## config.mk

```make
export PLATFORM = sky130hd
export DESIGN_NAME = chan_buf_top
export DESIGN_NICKNAME = d
export VERILOG_FILES = /design/src/design/chan_buf_pkg.sv /design/src/design/lane_if.sv /design/src/design/lane_fifo.sv /design/src/design/chan_dispatch.sv /design/src/design/rr_drain.sv /design/src/design/chan_buf_top.sv
export VERILOG_INCLUDE_DIRS = /design/src /design/src/design
export SDC_FILE = /design/constraint.sdc
export NUM_CORES = 1
export LEC_CHECK = 0
export BUFFER_PORTS_ARGS = -buffer_cell sky130_fd_sc_hd__buf_4
export CORE_MARGIN = 2
export CORE_UTILIZATION = 40
export CTS_BUF_LIST = sky130_fd_sc_hd__clkbuf_8
export DETAILED_ROUTE_END_ITERATION = 10
export SLEW_MARGIN = 5
export SYNTH_ARGS = -nofsm -noshare
export SYNTH_HDL_FRONTEND = slang
export SYNTH_SLANG_ARGS = --single-unit
```

## constraint.sdc

```tcl
create_clock -name clk_i -period 3 [get_ports clk_i]
set_clock_uncertainty 0.05 [all_clocks]
set_input_delay 0.6 -clock clk_i [delete_from_list [all_inputs] [get_ports clk_i]]
set_output_delay 0.6 -clock clk_i [all_outputs]
set_load 0.05 [all_outputs]
```

## src/design/chan_buf_cfg.svh

```systemverilog
// -----------------------------------------------
// channel buffer configuration
// sizes shared by the package and all RTL blocks
// -----------------------------------------------
`ifndef CHAN_BUF_CFG_SVH
`define CHAN_BUF_CFG_SVH

// number of channels, one lane FIFO each
// power of two
`define CB_NUM_CHAN   4

`define CB_DATA_W     16  // payload bits per word

// entries per lane, power of two, min 2
`define CB_LANE_DEPTH 4

`define CB_DROP_W     8   // saturating drop counter

`endif

```

## src/design/chan_buf_pkg.sv

```systemverilog
// -----------------------------------------------
// channel buffer package
// vector types shared across the RTL
// -----------------------------------------------
`include "chan_buf_cfg.svh"

package chan_buf_pkg;

    // channel number width, kept at least one bit wide
    localparam int CB_CHAN_W = ($clog2(`CB_NUM_CHAN) > 0) ? $clog2(`CB_NUM_CHAN) : 1;

    // ------------------------------------------------
    // payload and control vectors
    // ------------------------------------------------
    typedef logic [`CB_DATA_W-1:0]   word_t;       // one stream word
    typedef logic [CB_CHAN_W-1:0]    chan_id_t;    // channel tag
    typedef logic [`CB_NUM_CHAN-1:0] lane_mask_t;  // one bit per lane
    typedef logic [`CB_DROP_W-1:0]   drop_cnt_t;   // dropped word count

endpackage

```

## src/design/lane_if.sv

```systemverilog
// -----------------------------------------------
// lane interface
// write and read side of one lane FIFO
// -----------------------------------------------
interface lane_if
    import chan_buf_pkg::*;
();

    // write side
    logic  we;     // write enable, from dispatcher
    word_t wdata;  // write data
    logic  free;   // at least one entry free
    logic  half;   // level >= depth/2

    // read side
    logic  re;     // pop head entry
    logic  avail;  // head entry valid
    word_t rdata;  // head entry, async read

    // the FIFO itself
    modport fifo_mp (input we, wdata, re, output free, half, avail, rdata);

    // dispatcher side, sees only the space flag
    modport wr_mp (output we, wdata, input free);

    // drain side
    modport rd_mp (output re, input avail, rdata);

endinterface

```

## src/design/lane_fifo.sv

```systemverilog
// -----------------------------------------------
// lane FIFO
// single clock, async read, safe write/read gating
// -----------------------------------------------
`include "chan_buf_cfg.svh"

module lane_fifo
    import chan_buf_pkg::*;
#(
    parameter int DEPTH = `CB_LANE_DEPTH  // power of two, min 2
) (
    input  logic clk_i,    // rising edge
    input  logic rstn_i,   // async reset, low active
    input  logic clear_i,  // sync flush, high active
    lane_if.fifo_mp lane
);

    localparam int IDX_W = $clog2(DEPTH);

    typedef logic [IDX_W:0] ptr_t;  // index plus wrap bit

    word_t mem [DEPTH];  // storage without reset

    ptr_t wr_ptr;
    ptr_t rd_ptr;
    ptr_t level;   // entries in use

    logic idx_match;
    logic full;
    logic empty;
    logic do_wr;   // accepted write
    logic do_rd;   // accepted read

    // config check ----------------------------------
    initial begin
        assert ((DEPTH >= 2) && ((DEPTH & (DEPTH - 1)) == 0))
        else $error("lane_fifo: DEPTH must be a power of two >= 2");
    end

    // access gating ---------------------------------
    assign do_wr = lane.we & ~full;   // write only with space left
    assign do_rd = lane.re & ~empty;  // read only with data present

    // pointers --------------------------------------
    always_ff @(posedge clk_i or negedge rstn_i) begin
        if (!rstn_i) begin
            wr_ptr <= '0;
            rd_ptr <= '0;
        end else if (clear_i) begin
            wr_ptr <= '0;  // flush leaves stale contents behind
            rd_ptr <= '0;
        end else begin
            if (do_wr) begin
                wr_ptr <= wr_ptr + 1'b1;
            end
            if (do_rd) begin
                rd_ptr <= rd_ptr + 1'b1;
            end
        end
    end

    // status ----------------------------------------
    // on equal index the wrap bit tells full from empty
    assign idx_match = (wr_ptr[IDX_W-1:0] == rd_ptr[IDX_W-1:0]);
    assign full      = idx_match & (wr_ptr[IDX_W] != rd_ptr[IDX_W]);
    assign empty     = idx_match & (wr_ptr[IDX_W] == rd_ptr[IDX_W]);

    assign level = wr_ptr - rd_ptr;  // wraps modulo 2*DEPTH

    assign lane.free  = ~full;
    assign lane.avail = ~empty;
    assign lane.half  = (level >= ptr_t'(DEPTH / 2));

    // memory ----------------------------------------
    always_ff @(posedge clk_i) begin
        if (do_wr) begin
            mem[wr_ptr[IDX_W-1:0]] <= lane.wdata;
        end
    end

    // head entry visible as soon as avail rises
    assign lane.rdata = mem[rd_ptr[IDX_W-1:0]];

    // checks ----------------------------------------
    // a write racing a full lane from the dispatcher must not push the level past depth
    a_level_max : assert property (
        @(posedge clk_i) disable iff (!rstn_i)
        level <= ptr_t'(DEPTH)
    ) else $error("lane_fifo: level above DEPTH");

    // flags agree with the pointer distance
    a_flags_consistent : assert property (
        @(posedge clk_i) disable iff (!rstn_i)
        (full -> (lane.avail && (level == ptr_t'(DEPTH)))) and
        (!lane.avail -> (level == '0))
    ) else $error("lane_fifo: status flags disagree with pointers");

endmodule

```

## src/design/chan_dispatch.sv

```systemverilog
// -----------------------------------------------
// channel dispatcher
// steers input strobes to lanes, counts drops
// -----------------------------------------------
`include "chan_buf_cfg.svh"

module chan_dispatch
    import chan_buf_pkg::*;
(
    input  logic      clk_i,
    input  logic      rstn_i,
    input  logic      clear_i,
    input  logic      in_valid_i,   // one-cycle strobe
    input  chan_id_t  in_chan_i,    // target lane
    input  word_t     in_data_i,
    lane_if.wr_mp     lanes [`CB_NUM_CHAN],
    output drop_cnt_t drop_cnt_o    // saturating
);

    lane_mask_t we_mask;    // decoded write enables
    lane_mask_t free_mask;  // lane space flags
    logic       drop;       // strobe hits a full lane

    // per lane decode -------------------------------
    for (genvar k = 0; k < `CB_NUM_CHAN; k++) begin : g_lane
        assign we_mask[k]     = in_valid_i & (in_chan_i == chan_id_t'(k));
        assign lanes[k].we    = we_mask[k];
        assign lanes[k].wdata = in_data_i;  // broadcast, we picks the lane
        assign free_mask[k]   = lanes[k].free;
    end

    assign drop = in_valid_i & ~free_mask[in_chan_i];

    // drop counter ----------------------------------
    always_ff @(posedge clk_i or negedge rstn_i) begin
        if (!rstn_i) begin
            drop_cnt_o <= '0;
        end else if (clear_i) begin
            drop_cnt_o <= '0;
        end else if (drop && (drop_cnt_o != '1)) begin
            drop_cnt_o <= drop_cnt_o + 1'b1;  // hold at max
        end
    end

    // single writer per cycle across the lane array
    a_we_onehot : assert property (
        @(posedge clk_i) disable iff (!rstn_i)
        $onehot0(we_mask)
    ) else $error("chan_dispatch: more than one lane write");

endmodule

```

## src/design/rr_drain.sv

```systemverilog
// -----------------------------------------------
// round-robin drain
// pops non-empty lanes into a valid/ready register
// -----------------------------------------------
`include "chan_buf_cfg.svh"

module rr_drain
    import chan_buf_pkg::*;
(
    input  logic     clk_i,
    input  logic     rstn_i,
    input  logic     clear_i,
    lane_if.rd_mp    lanes [`CB_NUM_CHAN],
    output logic     out_valid_o,
    output chan_id_t out_chan_o,
    output word_t    out_data_o,
    input  logic     out_ready_i
);

    localparam int NUM = `CB_NUM_CHAN;

    lane_mask_t avail_mask;        // lanes holding data
    lane_mask_t re_mask;           // pops this cycle
    word_t      lane_data [NUM];   // head words
    chan_id_t   last_q;            // last granted lane
    chan_id_t   grant;
    logic       found;             // some lane wins
    logic       reg_free;          // output reg can take a word
    logic       load;

    // gather lane status ----------------------------
    for (genvar k = 0; k < NUM; k++) begin : g_lane
        assign avail_mask[k] = lanes[k].avail;
        assign lane_data[k]  = lanes[k].rdata;
        assign re_mask[k]    = load & (grant == chan_id_t'(k));
        assign lanes[k].re   = re_mask[k];
    end

    // rotating priority, starts after last grant
    always_comb begin : rr_pick
        chan_id_t cand;
        grant = last_q;
        found = 1'b0;
        for (int i = 1; i <= NUM; i++) begin
            cand = chan_id_t'(last_q + i);  // wraps, NUM is a power of two
            if (!found && avail_mask[cand]) begin
                grant = cand;
                found = 1'b1;
            end
        end
    end

    assign reg_free = ~out_valid_o | out_ready_i;  // empty or leaving now
    assign load     = reg_free & found;

    // output register -------------------------------
    always_ff @(posedge clk_i or negedge rstn_i) begin
        if (!rstn_i) begin
            out_valid_o <= 1'b0;
            last_q      <= chan_id_t'(NUM - 1);  // lane 0 first
        end else if (clear_i) begin
            out_valid_o <= 1'b0;
            last_q      <= chan_id_t'(NUM - 1);
        end else if (load) begin
            out_valid_o <= 1'b1;
            last_q      <= grant;
        end else if (out_ready_i) begin
            out_valid_o <= 1'b0;  // transferred, nothing new
        end
    end

    always_ff @(posedge clk_i) begin
        if (load) begin
            out_data_o <= lane_data[grant];
            out_chan_o <= grant;
        end
    end

    // checks ----------------------------------------
    a_re_onehot : assert property (
        @(posedge clk_i) disable iff (!rstn_i)
        $onehot0(re_mask)
    ) else $error("rr_drain: more than one lane popped");

    // stalled word must not change or vanish
    a_hold_stall : assert property (
        @(posedge clk_i) disable iff (!rstn_i || clear_i)
        (out_valid_o && !out_ready_i) |=>
            (out_valid_o && $stable(out_data_o) && $stable(out_chan_o))
    ) else $error("rr_drain: output changed while stalled");

endmodule

```

## src/design/chan_buf_top.sv

```systemverilog
// -----------------------------------------------
// multi-channel stream buffer, top level
// -----------------------------------------------
`include "chan_buf_cfg.svh"

module chan_buf_top
    import chan_buf_pkg::*;
(
    input  logic       clk_i,
    input  logic       rstn_i,       // async, low active
    input  logic       clear_i,      // sync flush
    // input stream, no back-pressure
    input  logic       in_valid_i,
    input  chan_id_t   in_chan_i,
    input  word_t      in_data_i,
    // output stream
    output logic       out_valid_o,
    output chan_id_t   out_chan_o,
    output word_t      out_data_o,
    input  logic       out_ready_i,
    // status
    output lane_mask_t lane_half_o,  // per-lane half-full
    output drop_cnt_t  drop_cnt_o
);

    lane_if lanes [`CB_NUM_CHAN] ();  // element k is lane k

    chan_dispatch u_dispatch (
        .clk_i      (clk_i),
        .rstn_i     (rstn_i),
        .clear_i    (clear_i),
        .in_valid_i (in_valid_i),
        .in_chan_i  (in_chan_i),
        .in_data_i  (in_data_i),
        .lanes      (lanes),
        .drop_cnt_o (drop_cnt_o)
    );

    // lane FIFOs ------------------------------------
    for (genvar k = 0; k < `CB_NUM_CHAN; k++) begin : g_lane
        lane_fifo #(
            .DEPTH (`CB_LANE_DEPTH)
        ) u_lane_fifo (
            .clk_i   (clk_i),
            .rstn_i  (rstn_i),
            .clear_i (clear_i),
            .lane    (lanes[k])
        );
        assign lane_half_o[k] = lanes[k].half;
    end

    rr_drain u_drain (
        .clk_i       (clk_i),
        .rstn_i      (rstn_i),
        .clear_i     (clear_i),
        .lanes       (lanes),
        .out_valid_o (out_valid_o),
        .out_chan_o  (out_chan_o),
        .out_data_o  (out_data_o),
        .out_ready_i (out_ready_i)
    );

endmodule

```

## After elaboration in Yosys (flattened, before gate mapping)

Memories as Yosys holds them, arrays and structs flattened.
Index checks and enable logic that the tools add are counted.

- RAM bits: 256
- Output and inout port bits: 31
- Bits of input ports: 23
- Memories: 4
- Register bits: 53
- Word-level logic and storage cells: 173

Memories:

| name | words | bits a word | read ports | clocked after Yosys merged registers in | wr ports | RTL line | RTL |
|---|---|---|---|---|---|---|---|
| g_lane[0].u_lane_fifo.mem | 4 | 16 | 1 | 0 | 1 | lane_fifo.sv:22 | `word_t mem [DEPTH];` |
| g_lane[1].u_lane_fifo.mem | 4 | 16 | 1 | 0 | 1 | lane_fifo.sv:22 |  |
| g_lane[2].u_lane_fifo.mem | 4 | 16 | 1 | 0 | 1 | lane_fifo.sv:22 |  |
| g_lane[3].u_lane_fifo.mem | 4 | 16 | 1 | 0 | 1 | lane_fifo.sv:22 |  |

- Bitwise logic cells: 38
- Reductions and logical operators: 20
- Equal/unequal tests: 19
- $lt $le $gt $ge: 10
- Mux-type cells: 52
- Add/sub/neg operators: 17

Operators by type and width:

| operator | count |
|---|---|
| 3-bit two-way mux | 16 |
| 16-bit binary-select mux with 2-bit select | 1 |
| 16-bit two-way mux | 2 |
| 1-bit bitwise AND | 26 |
| 3-bit by 1-bit adder with 3-bit output (second input constant) | 8 |
| 1-bit two-way mux | 20 |
| 2-bit nonzero test | 10 |
| 8-bit two-way mux | 2 |
| 2-bit by 3-bit < comparator with 1-bit output (second input constant) | 5 |
| 3-bit by 2-bit greater-or-equal comparator with 1-bit output (second input constant) | 4 |
| 2-bit two-way mux | 6 |
| 3-bit subtractor | 4 |
| 1-bit binary-select mux with 2-bit select | 5 |
| 1-bit NOT | 10 |
| 8-bit by 1-bit adder with 8-bit output (second input constant) | 1 |
| 2-bit equality test | 4 |
| 2-bit equality test (second input constant) | 4 |
| 8-bit != test (second input constant) | 1 |
| 2-bit by 1-bit adder with 2-bit output (second input constant) | 2 |
| 2-bit adder (second input constant) | 2 |
| 1-bit equality test | 4 |
| 2-bit by 1-bit equality test with 1-bit output (second input constant) | 2 |
| 1-bit logical AND | 4 |
| 2-bit logical NOT | 2 |
| 6 further kinds | 11 |

## Longest topological paths before layout

Gate-level depths: netlist of run 1.

- Depth after elaboration: 20
- Depth in mapped cells: 13
- Gate-level depth less buffers: 9

## By module

Synthesis of run 1 repeated with hierarchy kept, for this count alone.

- Cell total of the unflattened synthesis: 855
- Area, all modules: 13840.8 µm²

By module, submodules not included:

| module | cells each | instances | sequential area each (µm²) | area each (µm²) |
|---|---|---|---|---|
| lane_fifo at g_lane[2].u_lane_fifo | 147 | 1 | 2072.0 | 2884.0 |
| lane_fifo at g_lane[3].u_lane_fifo | 147 | 1 | 2072.0 | 2880.3 |
| lane_fifo at g_lane[0].u_lane_fifo | 147 | 1 | 2072.0 | 2877.8 |
| lane_fifo at g_lane[1].u_lane_fifo | 147 | 1 | 2072.0 | 2876.5 |
| rr_drain | 141 | 1 | 618.1 | 1263.7 |
| chan_dispatch | 122 | 1 | 200.2 | 1028.5 |
| chan_buf_top | 4 | 1 | 0.0 | 30.0 |

## Least setup slack after synthesis of run 1

No wires, ideal clock.

- Path kind: register to register
- From: reg g_lane[2].u_lane_fifo.rd_ptr[1]
- To: reg u_drain.last_q[0]
- Arrival: 3.152 ns
- Setup time: 0.082 ns
- Data required time: 2.868 ns
- Clock period less this slack: 3.283 ns
- Path slack: -0.283 ns
- Cell stages (with the launch flop): 11
- Cell sequence: dfrtp_1 > clkbuf_1 > buf_1 > inv_1 > ha_1 > nand2_1 > nor4_4 > and3_1 > nor2_1 > nor2b_1 > a211o_1

- Longest elaborated chain between the ends: 17

RTL lines:

| element | RTL line | RTL |
|---|---|---|
| from (decl) | lane_fifo.sv:25 | `ptr_t rd_ptr;` |
| from (signal assigned) | lane_fifo.sv:57 | `rd_ptr <= rd_ptr + 1'b1;` |
| 2-bit equality test (*) | lane_fifo.sv:64 | `assign idx_match = (wr_ptr[IDX_W-1:0] == rd_ptr[IDX_W-1:0]);` |
| 1-bit bitwise AND (*) | lane_fifo.sv:66 | `assign empty = idx_match & (wr_ptr[IDX_W] == rd_ptr[IDX_W]);` |
| 1-bit NOT (*) | lane_fifo.sv:71 | `assign lane.avail = ~empty;` |
| 1-bit binary-select mux with 2-bit select | rr_drain.sv:46 | `if (!found && avail_mask[cand]) begin` |
| 1-bit two-way mux (implied by the code) | rr_drain.sv:46 |  |
| 1-bit two-way mux | rr_drain.sv:46 |  |
| 1-bit logical NOT | rr_drain.sv:46 |  |
| 1-bit logical AND | rr_drain.sv:46 |  |
| 1-bit two-way mux | rr_drain.sv:46 |  |
| 1-bit logical NOT | rr_drain.sv:46 |  |
| 1-bit logical AND | rr_drain.sv:46 |  |
| 1-bit two-way mux | rr_drain.sv:46 |  |
| 1-bit logical NOT | rr_drain.sv:46 |  |
| 1-bit logical AND | rr_drain.sv:46 |  |
| 2-bit two-way mux / 1-bit two-way mux (equally long branches) | rr_drain.sv:46 |  |
| 2-bit two-way mux / 1-bit bitwise AND (equally long branches) | rr_drain.sv:64, rr_drain.sv:54 |  |
| 2-bit two-way mux / 2-bit nonzero test (equally long branches) | - |  |
| to (signal assigned) | rr_drain.sv:60 | `last_q <= chan_id_t'(NUM - 1);` |
| to (signal assigned) | rr_drain.sv:63 | `last_q <= chan_id_t'(NUM - 1);` |
| to (signal assigned) | rr_drain.sv:66 | `last_q <= grant;` |
| to (decl) | rr_drain.sv:25 | `chan_id_t last_q;` |

Every way passes the cells marked *; elsewhere a longest branch is shown, timed or not. The select of a mux whose other input is x is not followed.
A chain may end at the register's enable or synchronous reset.

## Worst setup path in the final report of run 1

- From: reg g_lane[2].u_lane_fifo.wr_ptr[0]
- To: out lane_half_o[2]

- Longest elaborated chain between the ends: 2

RTL lines:

| element | RTL line | RTL |
|---|---|---|
| from (decl) | lane_fifo.sv:24 | `ptr_t wr_ptr;` |
| from (signal assigned) | lane_fifo.sv:54 | `wr_ptr <= wr_ptr + 1'b1;` |
| 3-bit subtractor | lane_fifo.sv:68 | `assign level = wr_ptr - rd_ptr;` |
| 3-bit by 2-bit greater-or-equal comparator with 1-bit output | lane_fifo.sv:72 | `assign lane.half = (level >= ptr_t'(DEPTH / 2));` |
| to (decl) | chan_buf_top.sv:22 | `output lane_mask_t lane_half_o,` |

Every way passes these cells.

==> reports/results.txt, run 1 <==
Min-Delay Path Class: input pin to register
cts bufs inserted: 48
#FFs+latches synth: 309
Critical Path Most Common Cell: inv_1
Pwr per Cell Area: 796 nW/um^2
CTS root buf: clkbuf_8
synth warn: 0
post-route minimum period: 2.86 ns
syn_area_per_cell: 18.3 sq um
crit start category: register
Hold WS: 0.287 ns
post-synth top area share: 0.638
Worst Path Required: 2.35 ns
Max-slew headroom: 0.551
most common cell in the netlist: edfxtp_1
Post-CTS Resized: 0
gr ovfl total: 0
final wirelength: 26700 um
Tot Pwr: 11.7 mW
crit path max-delay cell type: dfrtp_1
Final Cycle Share: 0.953
vias post-DR: 6543
unrepaired setup endpoints after global routing: false
Final Max Slew Viols: 0
Synth area leaders: edfxtp_1 (64%), mux4_2 (11%), dfrtp_1 (6.4%), ha_1 (2.8%), mux2i_1 (1.8%)
Max Freq: 0.350 GHz
CP Class: register to output port
LEAKAGE: 5.12 nW
WP data arrival: 2.21 ns
Critical Path Sink Type: output port
CP max stage delay: 0.43 ns
I/O Pins: 54
gpl congestion: 0.830
CTS tree: built
ys async rst share: 0.113
top_reg_cell synth: edfxtp_1
post-DR wirelength/cell: 21.5 um
TNS Setup: 0 ns
Max IR drop VDD: 0.546 mV
Final Setup Violations: 0
Hold Vio Cnt, Final: 0
Iter 0 DRT Violations: 447
CP Cell Sequence: inv_1 -> ha_1 -> inv_1 -> fa_1 -> xor2_1 -> nand2b_1 -> buf_4
EDFF count, synth: 274
status: finished, final reports clean
core box area: 31600 sq um
row count: 65
Max-cap violations: 0
Die X: 184 um
ratio of cells with drive above 1 in the final layout: 0.273
nets: 863
clk buf depth: 3
TritonCTS Sinks: 309
Post-DRT Antenna Nets: 0
Mapped Area: 12900 sq um
CTS H-tree depth: 2
Worst-path clk slew: 0.06 ns
Seq/Total Area, Yosys: 0.706
Reg area: 9110 sq um
port bufs: 53
initial antenna violation count: 0
largest net degree at the start of global routing: 37
die height: 184 um
drt drc: 0
first-pass GRT wire length: 41200 um
Yosys cell types: 53
fillers: 2645
cells after synthesis: 706
Tot GR Track Use: 0.164
ant diodes: 0
Layout area overhead: 14.3%
CP max FO: 4
vias in the first global route: 7047
Vias/cell: 5.26
multi-input logic area: 3550 sq um
clock latency on the worst-skew pair: 0.57 ns
Synth top cells by count: edfxtp_1 (274), mux4_2 (64), nor2_1 (38)
Net Count, Synth: 762
drt pass-1 iters: 5
Worst Tran Pin Value: 0.670 ns
post-synth top area cell: edfxtp_1
Initial Util: 0.408
post-DP HPWL: 17400 um
Die Area: 33700 sq um
## metrics by stage
step	utilization	std cells	setup WS, ns	cell area [sq um]
6_report	0.466	1243	0.140	14700
4_1_cts	0.466	1243	0.0624	14700
5_1_grt	0.466	1243	0.0108	14700
2_1_floorplan	-	706	0.00954	12900
3_5_place_dp	0.439	1158	0.205	13900
3_3_place_gp	0.439	1158	0.342	13900
## final cells by class
class,instances,area share
Inverter,19,0.00484
Sequential cell,309,0.618
Clock inverter,34,0.0105
Timing Repair Buffer,86,0.0457
Tap cell,402,0.0341
Multi-Input combinational cell,343,0.241
Clock buffer,50,0.0467
## critical path, delay by kind of cell (launching register included)
family	cells	cell delay (ns)
buf+inv	3	0.38
flops	1	0.43
xor+xnor	1	0.17
fa+ha+maj	2	0.53
simple gates	1	0.14
## logic make-up (layout without fill, tap and decap cells)
logic type,Yosys count,after routing,synth area share
AO/OA/AOI/OAI,71,71,0.0413
multiplexers,87,87,0.130
AND/OR/NAND/NOR,122,122,0.0481
XOR/XNOR,30,30,0.0215
flip-flops,309,309,0.706
adder cells (fa/ha/maj),33,33,0.0343
buffers and inverters,54,189,0.0189
## placed cells by master (no fill, tap or decap), types with 8 or more instances in the layout
master / instances
clkbuf_8: 50
a22oi_1: 11
a21oi_1: 30
mux4_2: 64
and2_1: 19
buf_4: 83
mux2i_1: 23
edfxtp_1: 274
ha_1: 29
xnor2_1: 23
nor2_1: 37
dfrtp_1: 33
clkinv_1: 8
nand2_1: 27
clkinv_2: 9
inv_1: 32
## final timing paths
path	start	cells after the start	end	slack [ns]
max	g_lane[2].u_lane_fifo.wr_ptr[0]	7	lane_half_o[2]	0.14
min	in_data_i[7]	1	g_lane[3].u_lane_fifo.mem[0][7]	0.29
max reg2reg	g_lane[2].u_lane_fifo.wr_ptr[0]	10	u_drain.out_data_o[11]	0.16
min reg2reg	u_dispatch.drop_cnt_o[6]	2	u_dispatch.drop_cnt_o[6]	0.55
max in group asynchronous	rstn_i	2	u_drain.last_q[0]	2.05
min in group asynchronous	rstn_i	2	u_dispatch.drop_cnt_o[6]	0.48
## power by group
part | internal (mW) | total [mW] | leakage, nW | switching, mW
clock network | 1.55 | 3.13 | 0.493 | 1.58
logic | 1.31 | 3.42 | 1.66 | 2.11
registers | 5.06 | 5.20 | 2.96 | 0.139
## per-layer routing
layer / routed length (um) / track usage
met1: 11400 / 0.209
met2: 13600 / 0.284
met3: 1070 / 0.0287
met4: 720 / 0.0570
met5: 0 / 0
## registers in the layout, indices dropped and copies added, names as in the netlist
signal,cells
u_drain.out_chan_o,2
g_lane.u_lane_fifo.rd_ptr,12
u_drain.out_data_o,16
g_lane.u_lane_fifo.mem,256
u_dispatch.drop_cnt_o,8
u_drain.last_q,2
g_lane.u_lane_fifo.wr_ptr,12
u_drain.out_valid_o,1
## repair_timing
item,4_1_cts,5_1_grt
buffers inserted,0,0
hold buffers,1,0
endpoints found under the hold margin,33,0
Power figures use the tool's default switching activity.
==> run 2: changes to the inputs <==
- clock period: 3 -> 3.3 ns (I/O delays scaled with it)
==> reports/results.txt, run 2 (synthesis results as in run 1) <==
I/O Pins: 54
Final Setup Violations: 0
Critical Path Sink Type: register
Max-slew headroom: 0.522
drt drc: 0
status: finished, final reports clean
Layout area overhead: 14.4%
post-CTS setup buffer count: 0
Pwr per Cell Area: 733 nW/um^2
ant diodes: 0
drt pass-1 iters: 5
row count: 65
most frequent cells in the layout: edfxtp_1 (274), buf_4 (81), mux4_2 (64)
Min-Delay Path Class: input pin to asynchronous set/reset pin
CP max FO: 33
initial antenna violation count: 0
Die Area: 33700 sq um
core box area: 31600 sq um
Max IR drop VDD: 0.588 mV
Area after DPL: 13900 sq um
Worst Tran Pin Value: 0.717 ns
port bufs: 53
Final Cycle Share: 0.880
ratio of cells with drive above 1 in the final layout: 0.265
Worst Path Required: 3.54 ns
Max Freq: 0.344 GHz
CTS tree: built
vias in the first global route: 7183
Worst-path clk slew: 0.07 ns
CTS H-tree depth: 2
Max-cap violations: 0
CP Class: register to register
fillers: 2683
DP Cell Count: 1155
Post-DRT Antenna Nets: 0
Hold WS: 0.00463 ns
Final Max Slew Viols: 0
CTS hold repair buffers: 0
final wirelength: 26700 um
Final Non-Filler Cells: 1245
post-DP HPWL: 18000 um
clock latency on the worst-skew pair: 0.56 ns
Post-CTS Resized: 0
Tot Pwr: 10.8 mW
gpl congestion: 0.826
Vias/cell: 5.27
most common cell after layout, fill and taps aside: edfxtp_1
dpl ws: 0.426 ns
Layout Utilization: 0.467
worst setup margin: 0.397 ns
post-DR wirelength/cell: 21.5 um
first-pass GRT wire length: 41300 um
cts bufs inserted: 49
crit start category: register
Largest register FFs: 256
Die X: 184 um
Tot GR Track Use: 0.164
Iter 0 DRT Violations: 509
die height: 184 um
post-route minimum period: 2.90 ns
Hold Vio Cnt, Final: 0
TritonCTS Sinks: 309
TNS Setup: 0 ns
gr ovfl total: 0
vias post-DR: 6563
nets: 860
LEAKAGE: 5.13 nW
unrepaired setup endpoints after global routing: false
clk buf depth: 3
CTS root buf: clkbuf_8
post-route cell area: 14800 sq um
WP data arrival: 3.14 ns
Initial Util: 0.408
largest net degree at the start of global routing: 37
-- run 2: cell types whose count changed in the layout (fill, tap and decap cells not counted), sizes merged --
cell and delta:
inv +4, clkinv +2, dlygate4sd3 -1, buf -3, clkinvlp -1, clkbuf -1
bufinv +2
-- run 2: worst max-delay path, cell delays in order (launching register included) --
cell      delay (ns)
dfrtp_1         0.42
inv_1           0.11
ha_1            0.32
nand2_1         0.16
nor4_4          0.40
o32ai_2         0.17
a311oi_4        0.33
buf_12          0.25
inv_2           0.18
nand2_1         0.14
a22oi_1         0.09
-- run 2: layer usage --
layer  track usage  routed length [um]  up-vias
li1              -                   -     2970
met1         0.199               11000     3337
met2         0.291               13800      208
met3        0.0333                1290       48
met4        0.0528                 606        0
met5             0                   0        -
-- run 2: area by class of cell --
class	count	area [sq um]	share of cell area
clock buffer	49	674	0.0457
timing repair buffer	82	628	0.0426
clock inverter	41	228	0.0154
inverter	19	71.3	0.00483
tap	402	503	0.0341
sequential	309	9110	0.617
multi-input combinational	343	3550	0.240
-- run 2: report_power, final --
group          switching, mW  internal [mW]
logic                   1.93           1.15
registers              0.131           4.60
clock network           1.46           1.55
total                   3.51           7.30
-- run 2: final timing paths --
check / from / to / slack, ns / cells past startpoint
min in group clk_i: in_data_i[14] / g_lane[1].u_lane_fifo.mem[0][14] / 0.35 / 1
max in group asynchronous: rstn_i / u_drain.last_q[0] / 2.82 / 1
hold reg to reg: u_dispatch.drop_cnt_o[6] / u_dispatch.drop_cnt_o[6] / 0.54 / 2
setup reg to reg: g_lane[2].u_lane_fifo.wr_ptr[0] / u_drain.out_data_o[5] / 0.40 / 10
setup / recovery: g_lane[2].u_lane_fifo.wr_ptr[0] / u_drain.out_data_o[5] / 0.40 / 10
hold / removal: rstn_i / u_dispatch.drop_cnt_o[6] / 0.005 / 1
